<file path="src/design/blimp_cfg.svh">
// --------------------
// Blimp core configuration
// Reset PC, tag width and multiplier depth
// --------------------

`ifndef BLIMP_CFG_SVH
`define BLIMP_CFG_SVH

// First fetch address
`define BLIMP_RESET_PC 32'h0000_0200

// Width of the issue order tag
`define BLIMP_SEQ_BITS 5

// Number of multiplier pipe stages
`define BLIMP_MUL_STAGES 3

`endif

</file>
<file path="src/design/blimp_pkg.sv">
// --------------------
// Blimp core types
// Shared words, indices, tags and operations
// --------------------

`include "blimp_cfg.svh"

package blimp_pkg;

  // --------------------
  // Data and address widths
  // --------------------

  // Data and instruction word
  typedef logic [31:0] word_t;

  // Program counter
  typedef logic [31:0] addr_t;

  // Architectural register index
  typedef logic [4:0] reg_idx_t;

  // Issue order tag, wraps freely
  typedef logic [`BLIMP_SEQ_BITS-1:0] seq_num_t;

  // --------------------
  // Operations
  // --------------------

  // ADDI uses OP_ADD with the immediate as operand b
  typedef enum logic [2:0] {
    OP_ADD,
    OP_SUB,
    OP_AND,
    OP_OR,
    OP_XOR,
    OP_MUL
  } op_t;

endpackage

</file>
<file path="src/design/blimp_intf.sv">
// --------------------
// Blimp stage interfaces
// Valid/ready links between the pipeline stages
// --------------------

`timescale 1ns/1ps

// Fetch to decode
interface f_d_intf;
  logic                val;
  logic                rdy;
  blimp_pkg::word_t    inst;
  blimp_pkg::addr_t    pc;

  modport fetch  (output val, inst, pc, input rdy);
  modport decode (input val, inst, pc, output rdy);
endinterface

// Decode to one execute pipe
interface d_x_intf;
  logic                val;
  logic                rdy;
  blimp_pkg::op_t      op;
  blimp_pkg::word_t    op_a;
  blimp_pkg::word_t    op_b;
  blimp_pkg::reg_idx_t waddr;
  logic                wen;
  blimp_pkg::addr_t    pc;
  blimp_pkg::seq_num_t seq_num;

  modport issue (output val, op, op_a, op_b, waddr, wen, pc, seq_num, input rdy);
  modport exec  (input val, op, op_a, op_b, waddr, wen, pc, seq_num, output rdy);
endinterface

// One execute pipe to writeback
interface x_w_intf;
  logic                val;
  logic                rdy;
  blimp_pkg::word_t    wdata;
  blimp_pkg::reg_idx_t waddr;
  logic                wen;
  blimp_pkg::addr_t    pc;
  blimp_pkg::seq_num_t seq_num;

  modport exec (output val, wdata, waddr, wen, pc, seq_num, input rdy);
  modport wb   (input val, wdata, waddr, wen, pc, seq_num, output rdy);
endinterface

</file>
<file path="src/design/fetch_unit.sv">
// --------------------
// Fetch unit
// One request in flight, holds each word until decode takes it
// --------------------

`timescale 1ns/1ps

`include "blimp_cfg.svh"

module fetch_unit (
  input  logic             clk,
  input  logic             arst_n,
  output logic             imem_req_val,
  output blimp_pkg::addr_t imem_req_addr,
  input  logic             imem_req_rdy,
  input  logic             imem_resp_val,
  input  blimp_pkg::word_t imem_resp_data,
  f_d_intf.fetch           f
);

  typedef enum logic [1:0] {REQ, WAIT, HOLD} state_t;

  state_t           state_q;
  blimp_pkg::addr_t pc_q;
  blimp_pkg::word_t inst_q;
  logic             req_val_q;

  // Request is a flop, so it stays low for a cycle after reset
  assign imem_req_val  = req_val_q;
  assign imem_req_addr = pc_q;

  // Held instruction toward decode
  assign f.val  = (state_q == HOLD);
  assign f.inst = inst_q;
  assign f.pc   = pc_q;

  always_ff @(posedge clk or negedge arst_n) begin
    if (!arst_n) begin
      state_q   <= REQ;
      req_val_q <= 1'b0;
      pc_q      <= `BLIMP_RESET_PC;
    end else begin
      case (state_q)
        REQ: begin
          if (!req_val_q) begin
            // Raise request on the first cycle out of reset
            req_val_q <= 1'b1;
          end else if (imem_req_rdy) begin
            req_val_q <= 1'b0;
            state_q   <= WAIT;
          end
        end
        WAIT: begin
          if (imem_resp_val) begin
            state_q <= HOLD;
          end
        end
        HOLD: begin
          // Handoff to decode, then next sequential PC
          if (f.rdy) begin
            pc_q      <= pc_q + 32'd4;
            req_val_q <= 1'b1;
            state_q   <= REQ;
          end
        end
        default: state_q <= REQ;
      endcase
    end
  end

  // Response capture
  always_ff @(posedge clk) begin
    if (state_q == WAIT && imem_resp_val) begin
      inst_q <= imem_resp_data;
    end
  end

endmodule

</file>
<file path="src/design/decode_issue_unit.sv">
// --------------------
// Decode and issue unit
// Register file, scoreboard and steering to ALU or multiplier
// --------------------

`timescale 1ns/1ps

module decode_issue_unit (
  input  logic                clk,
  input  logic                arst_n,
  f_d_intf.decode             f,
  d_x_intf.issue              alu,
  d_x_intf.issue              mul,
  input  logic                rf_wen,
  input  blimp_pkg::reg_idx_t rf_waddr,
  input  blimp_pkg::word_t    rf_wdata,
  input  logic                complete_val,
  input  blimp_pkg::reg_idx_t complete_waddr
);

  blimp_pkg::word_t    regs [32];
  logic [31:0]         pending_q;
  logic [31:0]         busy;
  blimp_pkg::seq_num_t seq_q;

  logic [6:0]          opcode;
  logic [2:0]          funct3;
  logic [6:0]          funct7;
  blimp_pkg::reg_idx_t rs1;
  blimp_pkg::reg_idx_t rs2;
  blimp_pkg::reg_idx_t rd;
  blimp_pkg::word_t    imm;
  blimp_pkg::word_t    rs1_data;
  blimp_pkg::word_t    rs2_data;
  blimp_pkg::op_t      op;
  logic                use_rs2;
  logic                dec_wen;
  logic                wen;
  logic                is_mul;
  logic                hazard;
  logic                issue;

  // --------------------
  // Field extraction
  // --------------------
  assign opcode = f.inst[6:0];
  assign rd     = f.inst[11:7];
  assign funct3 = f.inst[14:12];
  assign rs1    = f.inst[19:15];
  assign rs2    = f.inst[24:20];
  assign funct7 = f.inst[31:25];
  // Sign-extended I-type immediate
  assign imm    = {{20{f.inst[31]}}, f.inst[31:20]};

  // Opcode decode, anything unknown becomes a NOP
  always_comb begin
    op      = blimp_pkg::OP_ADD;
    use_rs2 = 1'b0;
    dec_wen = 1'b0;
    case (opcode)
      7'b0110011: begin
        use_rs2 = 1'b1;
        dec_wen = 1'b1;
        case ({funct7, funct3})
          {7'b0000000, 3'b000}: op = blimp_pkg::OP_ADD;
          {7'b0100000, 3'b000}: op = blimp_pkg::OP_SUB;
          {7'b0000000, 3'b111}: op = blimp_pkg::OP_AND;
          {7'b0000000, 3'b110}: op = blimp_pkg::OP_OR;
          {7'b0000000, 3'b100}: op = blimp_pkg::OP_XOR;
          {7'b0000001, 3'b000}: op = blimp_pkg::OP_MUL;
          default: begin
            use_rs2 = 1'b0;
            dec_wen = 1'b0;
          end
        endcase
      end
      // ADDI
      7'b0010011: dec_wen = (funct3 == 3'b000);
      default: dec_wen = 1'b0;
    endcase
  end

  // No write and no scoreboard bit for x0
  assign wen    = dec_wen && (rd != '0);
  assign is_mul = (op == blimp_pkg::OP_MUL);

  // --------------------
  // Register read with writeback bypass
  // --------------------
  assign rs1_data = (rf_wen && rf_waddr == rs1 && rs1 != '0) ? rf_wdata : regs[rs1];
  assign rs2_data = (rf_wen && rf_waddr == rs2 && rs2 != '0) ? rf_wdata : regs[rs2];

  // --------------------
  // Hazard check
  // --------------------
  // Same-cycle completion already counts as cleared
  assign busy   = pending_q & ~(complete_val ? (32'd1 << complete_waddr) : 32'd0);
  assign hazard = busy[rs1] || (use_rs2 && busy[rs2]) || (wen && busy[rd]);

  assign f.rdy = !hazard && (is_mul ? mul.rdy : alu.rdy);
  assign issue = f.val && f.rdy;

  // Valid toward the chosen pipe only
  assign alu.val = f.val && !hazard && !is_mul;
  assign mul.val = f.val && !hazard && is_mul;

  // Same payload to both pipes
  assign alu.op      = op;
  assign alu.op_a    = rs1_data;
  assign alu.op_b    = use_rs2 ? rs2_data : imm;
  assign alu.waddr   = rd;
  assign alu.wen     = wen;
  assign alu.pc      = f.pc;
  assign alu.seq_num = seq_q;
  assign mul.op      = op;
  assign mul.op_a    = rs1_data;
  assign mul.op_b    = rs2_data;
  assign mul.waddr   = rd;
  assign mul.wen     = wen;
  assign mul.pc      = f.pc;
  assign mul.seq_num = seq_q;

  // --------------------
  // State
  // --------------------
  always_ff @(posedge clk or negedge arst_n) begin
    if (!arst_n) begin
      pending_q <= '0;
      seq_q     <= '0;
      for (int i = 0; i < 32; i++) begin
        regs[i] <= '0;
      end
    end else begin
      // Set on issue, clear on completion
      pending_q <= busy | ((issue && wen) ? (32'd1 << rd) : 32'd0);
      if (issue) begin
        seq_q <= seq_q + blimp_pkg::seq_num_t'(1);
      end
      if (rf_wen && rf_waddr != '0) begin
        regs[rf_waddr] <= rf_wdata;
      end
    end
  end

endmodule

</file>
<file path="src/design/alu_unit.sv">
// --------------------
// ALU pipe
// Single-cycle integer ops into an output register
// --------------------

`timescale 1ns/1ps

module alu_unit (
  input logic    clk,
  input logic    arst_n,
  d_x_intf.exec  d,
  x_w_intf.exec  w
);

  logic             val_q;
  blimp_pkg::word_t result;

  // Free slot or draining this cycle
  assign d.rdy = !val_q || w.rdy;

  always_comb begin
    case (d.op)
      blimp_pkg::OP_SUB: result = d.op_a - d.op_b;
      blimp_pkg::OP_AND: result = d.op_a & d.op_b;
      blimp_pkg::OP_OR:  result = d.op_a | d.op_b;
      blimp_pkg::OP_XOR: result = d.op_a ^ d.op_b;
      default:           result = d.op_a + d.op_b;
    endcase
  end

  always_ff @(posedge clk or negedge arst_n) begin
    if (!arst_n) begin
      val_q <= 1'b0;
    end else if (d.rdy) begin
      val_q <= d.val;
    end
  end

  // Result payload
  always_ff @(posedge clk) begin
    if (d.val && d.rdy) begin
      w.wdata   <= result;
      w.waddr   <= d.waddr;
      w.wen     <= d.wen;
      w.pc      <= d.pc;
      w.seq_num <= d.seq_num;
    end
  end

  assign w.val = val_q;

endmodule

</file>
<file path="src/design/multiplier_unit.sv">
// --------------------
// Multiplier pipe
// Pipelined 32x32 low-word product, freezes on back-pressure
// --------------------

`timescale 1ns/1ps

`include "blimp_cfg.svh"

module multiplier_unit (
  input logic    clk,
  input logic    arst_n,
  d_x_intf.exec  d,
  x_w_intf.exec  w
);

  localparam int unsigned STAGES = `BLIMP_MUL_STAGES;
  localparam int unsigned LAST   = STAGES - 1;

  // Per-stage valid and metadata
  logic                val_q   [STAGES];
  blimp_pkg::reg_idx_t waddr_q [STAGES];
  logic                wen_q   [STAGES];
  blimp_pkg::addr_t    pc_q    [STAGES];
  blimp_pkg::seq_num_t seq_q   [STAGES];

  // Datapath per stage
  blimp_pkg::word_t    a_q;
  blimp_pkg::word_t    b_q;
  blimp_pkg::word_t    pp_lo_q;
  logic [15:0]         pp_hi_q;
  blimp_pkg::word_t    prod_q;
  blimp_pkg::word_t    pp_lo_full;
  logic [15:0]         pp_hi_full;
  logic                stall;

  // Whole pipe waits on an unaccepted result
  assign stall = val_q[LAST] && !w.rdy;
  assign d.rdy = !stall;

  // Only the bits that reach the low word
  assign pp_lo_full = a_q * {16'd0, b_q[15:0]};
  assign pp_hi_full = a_q[15:0] * b_q[31:16];

  always_ff @(posedge clk or negedge arst_n) begin
    if (!arst_n) begin
      for (int i = 0; i < STAGES; i++) begin
        val_q[i] <= 1'b0;
      end
    end else if (!stall) begin
      val_q[0] <= d.val;
      for (int i = 1; i < STAGES; i++) begin
        val_q[i] <= val_q[i-1];
      end
    end
  end

  always_ff @(posedge clk) begin
    if (!stall) begin
      // Stage 0 operands
      a_q        <= d.op_a;
      b_q        <= d.op_b;
      waddr_q[0] <= d.waddr;
      wen_q[0]   <= d.wen;
      pc_q[0]    <= d.pc;
      seq_q[0]   <= d.seq_num;
      // Stage 1 partial products
      pp_lo_q    <= pp_lo_full;
      pp_hi_q    <= pp_hi_full;
      // Stage 2 sum
      prod_q     <= pp_lo_q + {pp_hi_q, 16'd0};
      for (int i = 1; i < STAGES; i++) begin
        waddr_q[i] <= waddr_q[i-1];
        wen_q[i]   <= wen_q[i-1];
        pc_q[i]    <= pc_q[i-1];
        seq_q[i]   <= seq_q[i-1];
      end
    end
  end

  assign w.val     = val_q[LAST];
  assign w.wdata   = prod_q;
  assign w.waddr   = waddr_q[LAST];
  assign w.wen     = wen_q[LAST];
  assign w.pc      = pc_q[LAST];
  assign w.seq_num = seq_q[LAST];

endmodule

</file>
<file path="src/design/writeback_commit_unit.sv">
// --------------------
// Writeback and commit unit
// Picks one result per cycle, writes back, traces
// --------------------

`timescale 1ns/1ps

module writeback_commit_unit (
  input  logic                clk,
  input  logic                arst_n,
  x_w_intf.wb                 alu,
  x_w_intf.wb                 mul,
  output logic                rf_wen,
  output blimp_pkg::reg_idx_t rf_waddr,
  output blimp_pkg::word_t    rf_wdata,
  output logic                complete_val,
  output blimp_pkg::reg_idx_t complete_waddr,
  output logic                trace_val,
  output blimp_pkg::addr_t    trace_pc,
  output blimp_pkg::reg_idx_t trace_waddr,
  output blimp_pkg::word_t    trace_wdata,
  output logic                trace_wen,
  output blimp_pkg::seq_num_t trace_seq_num
);

  logic sel_val;
  logic sel_wen;

  // Multiplier always wins, ALU holds when it loses
  assign mul.rdy = 1'b1;
  assign alu.rdy = !mul.val;
  assign sel_val = mul.val || alu.val;
  assign sel_wen = mul.val ? mul.wen : alu.wen;

  // Register write and scoreboard clear in the accept cycle
  assign rf_wen         = sel_val && sel_wen;
  assign rf_waddr       = mul.val ? mul.waddr : alu.waddr;
  assign rf_wdata       = mul.val ? mul.wdata : alu.wdata;
  assign complete_val   = rf_wen;
  assign complete_waddr = rf_waddr;

  // --------------------
  // Trace record
  // --------------------
  always_ff @(posedge clk or negedge arst_n) begin
    if (!arst_n) begin
      trace_val <= 1'b0;
    end else begin
      trace_val <= sel_val;
    end
  end

  always_ff @(posedge clk) begin
    if (sel_val) begin
      trace_pc      <= mul.val ? mul.pc : alu.pc;
      trace_waddr   <= rf_waddr;
      trace_wdata   <= rf_wdata;
      trace_wen     <= sel_wen;
      trace_seq_num <= mul.val ? mul.seq_num : alu.seq_num;
    end
  end

endmodule

</file>
<file path="src/design/blimp_core.sv">
// --------------------
// Blimp core top level
// Fetch, decode-issue, ALU, multiplier and writeback
// --------------------

`timescale 1ns/1ps

module blimp_core (
  input  logic                clk,
  input  logic                arst_n,
  // Instruction memory
  output logic                imem_req_val,
  output blimp_pkg::addr_t    imem_req_addr,
  input  logic                imem_req_rdy,
  input  logic                imem_resp_val,
  input  blimp_pkg::word_t    imem_resp_data,
  // Commit trace
  output logic                trace_val,
  output blimp_pkg::addr_t    trace_pc,
  output blimp_pkg::reg_idx_t trace_waddr,
  output blimp_pkg::word_t    trace_wdata,
  output logic                trace_wen,
  output blimp_pkg::seq_num_t trace_seq_num
);

  // --------------------
  // Stage links
  // --------------------
  f_d_intf f_d ();
  d_x_intf alu_d_x ();
  d_x_intf mul_d_x ();
  x_w_intf alu_x_w ();
  x_w_intf mul_x_w ();

  // Writeback back to decode
  logic                rf_wen;
  blimp_pkg::reg_idx_t rf_waddr;
  blimp_pkg::word_t    rf_wdata;
  logic                complete_val;
  blimp_pkg::reg_idx_t complete_waddr;

  // --------------------
  // Units
  // --------------------
  fetch_unit u_fetch_unit (
    .clk, .arst_n,
    .imem_req_val, .imem_req_addr, .imem_req_rdy,
    .imem_resp_val, .imem_resp_data,
    .f (f_d)
  );

  decode_issue_unit u_decode_issue_unit (
    .clk, .arst_n,
    .f   (f_d),
    .alu (alu_d_x),
    .mul (mul_d_x),
    .rf_wen, .rf_waddr, .rf_wdata,
    .complete_val, .complete_waddr
  );

  alu_unit u_alu_unit (.clk, .arst_n, .d (alu_d_x), .w (alu_x_w));

  multiplier_unit u_multiplier_unit (.clk, .arst_n, .d (mul_d_x), .w (mul_x_w));

  writeback_commit_unit u_writeback_commit_unit (
    .clk, .arst_n,
    .alu (alu_x_w),
    .mul (mul_x_w),
    .rf_wen, .rf_waddr, .rf_wdata,
    .complete_val, .complete_waddr,
    .trace_val, .trace_pc, .trace_waddr,
    .trace_wdata, .trace_wen, .trace_seq_num
  );

endmodule

</file>
<file path="config.mk">
export PLATFORM = sky130hd
export DESIGN_NAME = blimp_core
export DESIGN_NICKNAME = d
export VERILOG_FILES = /design/src/design/blimp_pkg.sv /design/src/design/blimp_intf.sv /design/src/design/fetch_unit.sv /design/src/design/decode_issue_unit.sv /design/src/design/alu_unit.sv /design/src/design/multiplier_unit.sv /design/src/design/writeback_commit_unit.sv /design/src/design/blimp_core.sv
export VERILOG_INCLUDE_DIRS = /design/src /design/src/design
export SDC_FILE = /design/constraint.sdc
export NUM_CORES = 2
export LEC_CHECK = 0
export BUFFER_PORTS_ARGS = -buffer_cell sky130_fd_sc_hd__clkbuf_2
export CORE_AREA = 10 10 433 435
export CTS_CLUSTER_DIAMETER = 100
export CTS_CLUSTER_SIZE = 40
export DETAILED_ROUTE_END_ITERATION = 10
export DIE_AREA = 0 0 443 445
export PLACE_DENSITY = 0.75
export SYNTH_ARGS = -nofsm -noshare
export SYNTH_HDL_FRONTEND = slang
export SYNTH_SLANG_ARGS = --single-unit
</file>
<file path="constraint.sdc">
create_clock -name clk -period 13.8 [get_ports clk]
set_input_delay 2.07 -clock clk [delete_from_list [all_inputs] [get_ports clk]]
set_output_delay 2.07 -clock clk [all_outputs]
set_load 0.02 [all_outputs]
</file>
==> impl_results.md <==
- Reg2reg end: u_alu_unit.w.wdata[30]
- Psw: 5.26 mW
- CTS clk-pin slew, worst paths: 0.13 ns
- Unrepaired setup endpoints after global routing: false
- Total number of vias: 65,200
- Layout fillers: 15,100
- Cell Pwr Density: 147 mW/mm^2
- CP arrival: 9.10 ns
- Final setup vio count: 0
- Worst setup SP type: flop
- Max FO, Critical Path: 93
- Number of gates resized after cts: 0
- Fin. Hold Viols: 0
- Die area: 0.197 mm^2
- Clock Tree Root: clkbuf_16
- Cells after synthesis: 8,216
- Primary FF master, synth: dfrtp_1
- Worst reg2reg setup slack: 5.19 ns
- Achievable frequency: 116 MHz
- Clk_lat worst skew: 0.77 ns
- Starting Density: 49.9%
- Unique cell type count in the Yosys netlist: 95
- Slew headroom: 2.95%
- Min Tclk post-route: 8.61 ns
- Area grow syn2layout: 5.28%
- Reg2reg start: u_fetch_unit.f.inst[21]
- Yosys warning count: 0
- Initial antenna violation count: 10
- DRT iter0 DRCs: 8,555
- Post-synthesis cell area: 0.0889 mm^2
- Buffer depth of the longest clock path: 3
- Post-Synthesis Mean Instance Area: 10.8 um^2
- Comb pwr share: 38.0%
- Post-synthesis async set-or-reset flop share: 71.2%
- Hold path start: u_multiplier_unit.pc_q[0][39]
- Req. time, crit path: 14.29 ns
- Outcome: finished clean
- GRT Util Overall: 26.8%
- Final clock skew: 0.0584 ns
- Post-route ant nets: 0
- HP Class: flop to flop
- WHS Endpoint: u_multiplier_unit.pc_q[0][71]
- Placer's final routability congestion estimate: 0.971
- Port bufs: 140
- Layout cell share with drive strength beyond 1: 13.6%
- Final setup TNS: 0 ns
- Worst vdd ir: 0.000136 V
- Post-CTS Setup Bufs: 0
- Final nets: 8,555
- Power share of the clock group: 16.6%
- Post-synth EDFFs: 178
- Top Ports: 145
- Power Total: 13.7 mW
- LEAKAGE: 40.9 nW
- Final wirelength: 270,000 um
- Max-slew violations: 0
- Sequential share of the synthesized area: 43.0%
- Core ar.: 0.178 mm^2
- Gr ovfl total: 0
- Commonest cells after routing, fill and taps aside: dfrtp_1, nor2_1, a21oi_1, nand2_1, inv_1
- First-pass DRT Iterations: 9
- Setup crit end kind: flop
- Dpl hpwl: 173,000 um
- Inserted Clock Buffers: 50
- FF+latch count, synth: 1,544
- Global-route wire length before repair: 407,000 um
- Vias in the first global route: 65,600
- Switching Share: 38.4%
- Vias per inst: 6.33
- Crit Path Class: flop to flop
- Max_cap viols: 0
- Area occupied by registers: 0.0382 mm^2
- Clock Sinks: 1,544
- DR DRC count: 0
- Cts-stage hold buffer count: 0
- Register-to-Register Path Depth: 25
- Flop pwr share: 45.4%
- Footprint of the multi-input gates: 0.0465 mm^2
- H-tree levels: 2
- CTS tree: built
- Least-Margin Pin Slew: 1.45 ns
- Internal power: 8.45 mW
- Avg WL per Cell: 26.2 um
- Pin count of the biggest net entering global routing: 189
- Die H: 445 um
- Most common cell after layout, fill and taps aside: dfrtp_1
- Die W: 443 um
- Core Rows: 155
- Period utilization: 62.4%
- Hold Crit Depth: 0
cell usage after synthesis, drive strengths merged, types with 11 or more instances:
cell / number / share of area (%)
and3: 21 / 0.15
nand2: 756 / 3.2
a221oi: 17 / 0.17
nor3: 59 / 0.34
a21oi: 832 / 4.7
o221ai: 11 / 0.11
o22ai: 83 / 0.58
o31ai: 11 / 0.093
fa: 386 / 8.7
mux2i: 251 / 2.8
a31oi: 13 / 0.091
o21a: 41 / 0.35
ha: 227 / 3.2
dfrtp: 1098 / 31
edfxtp: 178 / 6.0
a21o: 19 / 0.16
inv: 584 / 2.5
o21bai: 17 / 0.14
nor4: 16 / 0.14
nand2b: 44 / 0.31
xor2: 46 / 0.45
mux4: 524 / 13
nand3b: 11 / 0.093
nor2b: 30 / 0.21
dfxtp: 267 / 6.0
mux2: 53 / 0.68
xnor2: 159 / 1.6
a211oi: 18 / 0.15
a22oi: 41 / 0.35
nor2: 856 / 3.6
nand4: 12 / 0.084
clkbuf: 541 / 2.3
o21ai: 422 / 2.4
buf: 129 / 0.75
and2: 233 / 1.6
or3: 23 / 0.16
or2: 19 / 0.13
nand3: 53 / 0.30
layout make-up:
| type | count | area share (%) |
|---|---|---|
| Timing Repair Buffer | 305 | 2.20 |
| Inverter | 584 | 2.34 |
| Tap cell | 2355 | 3.15 |
| Clock inverter | 21 | 0.430 |
| Antenna cell | 8 | 0.0214 |
| Sequential cell | 1544 | 40.8 |
| Clock buffer | 62 | 1.41 |
| Multi-Input combinational cell | 5421 | 49.6 |
power groups by stage:
stage | Combinational [mW] | Sequential (mW) | Clock (mW)
after floorplan | 3.65 | 6.03 | 0
after global placement | 4.98 | 6.22 | 0
after detailed placement | 5.11 | 6.28 | 0
after CTS | 5.17 | 6.19 | 2.29
after global routing | 5.71 | 6.30 | 2.43
final | 5.22 | 6.23 | 2.27
sequential cells by signal, summed over array words and instances, names as in the netlist, 15 cells and up:
register and flops:
u_decode_issue_unit.regs 1024, u_multiplier_unit.pc_q 90, u_alu_unit.w.wdata 32, u_decode_issue_unit.pending_q 32
u_fetch_unit.f.inst 32, u_multiplier_unit.a_q 32, u_multiplier_unit.b_q 32, u_multiplier_unit.pp_lo_q 32
u_multiplier_unit.w.wdata 32, u_writeback_commit_unit.trace_wdata 32, u_alu_unit.w.pc 30, u_fetch_unit.f.pc 30
u_writeback_commit_unit.trace_pc 30, u_multiplier_unit.pp_hi_q 16, u_multiplier_unit.seq_q 15, u_multiplier_unit.waddr_q 15
through the flow:
| step | hold slack (ns) | utilization (%) | setup WS [ns] | instance area, um^2 | cells |
|---|---|---|---|---|---|
| finish | 0.312 | 52.5 | 5.19 | 93600 | 10300 |
| global route | 0.319 | 52.5 | 4.72 | 93600 | 10300 |
| CTS | 0.315 | 52.5 | 5.40 | 93600 | 10300 |
| detailed placement | 0.312 | 51.5 | 5.43 | 91900 | 10200 |
| global placement | 0.310 | 51.5 | 5.61 | 91900 | 10200 |
| floorplan | 0.310 | - | 6.85 | 88900 | 8219 |
routing by layer:
| metal | track usage, % | vias to the layer above | wire (um) |
|---|---|---|---|
| met2 | 42.1 | 3937 | 124000 |
| li1 | - | 27500 | - |
| met3 | 6.62 | 925 | 30400 |
| met1 | 34.1 | 32800 | 98900 |
| met5 | 0 | - | 55 |
| met4 | 14.8 | 8 | 17500 |
worst max path at each step:
| stage | start | to | depth (start not counted) |
|---|---|---|---|
| after floorplan | u_fetch_unit.f.inst[20] | u_alu_unit.w.pc[10] | 15 |
| after global placement | u_fetch_unit.f.inst[22] | u_alu_unit.w.wdata[30] | 24 |
| after detailed placement | u_fetch_unit.f.inst[22] | u_alu_unit.w.wdata[30] | 24 |
| after CTS | u_fetch_unit.f.inst[22] | u_alu_unit.w.wdata[30] | 24 |
| after global routing | u_fetch_unit.f.inst[22] | u_alu_unit.w.wdata[30] | 24 |
| final | u_fetch_unit.f.inst[21] | u_alu_unit.w.wdata[30] | 25 |
kinds of logic after synthesis:
| group | synth area share [%] |
|---|---|
| AOI/OAI and AO/OA | 10.2 |
| muxes | 16.8 |
| xor gates and xnor gates | 2.02 |
| adders and majority gates | 11.9 |
| buffers and inverters | 5.50 |
| DFF | 43.0 |
| other | 0.00422 |
| and+or+nand+nor | 10.6 |
critical path, stage by stage (launching register included):
cell and delay [ns]:
edfxtp_1 0.37, buf_4 0.35, buf_12 0.50, nand3_1 1.11, o22ai_1 0.48, nor2_1 0.08
nand3_1 0.30, o21ai_2 0.12, a21boi_2 0.26, inv_2 0.08, a211oi_1 0.28, nand4_1 0.21
or3_1 0.51, o31ai_1 0.31, xnor2_1 0.10, ha_1 0.35, and3_1 0.21, nand2_1 0.08
or2_2 0.11, o31ai_1 0.10, o41ai_1 0.73, o311ai_0 0.30, o41ai_1 0.73, o21ai_0 0.22
xnor2_1 0.18, o21ai_0 0.10
(Power assumes the default switching activity.)
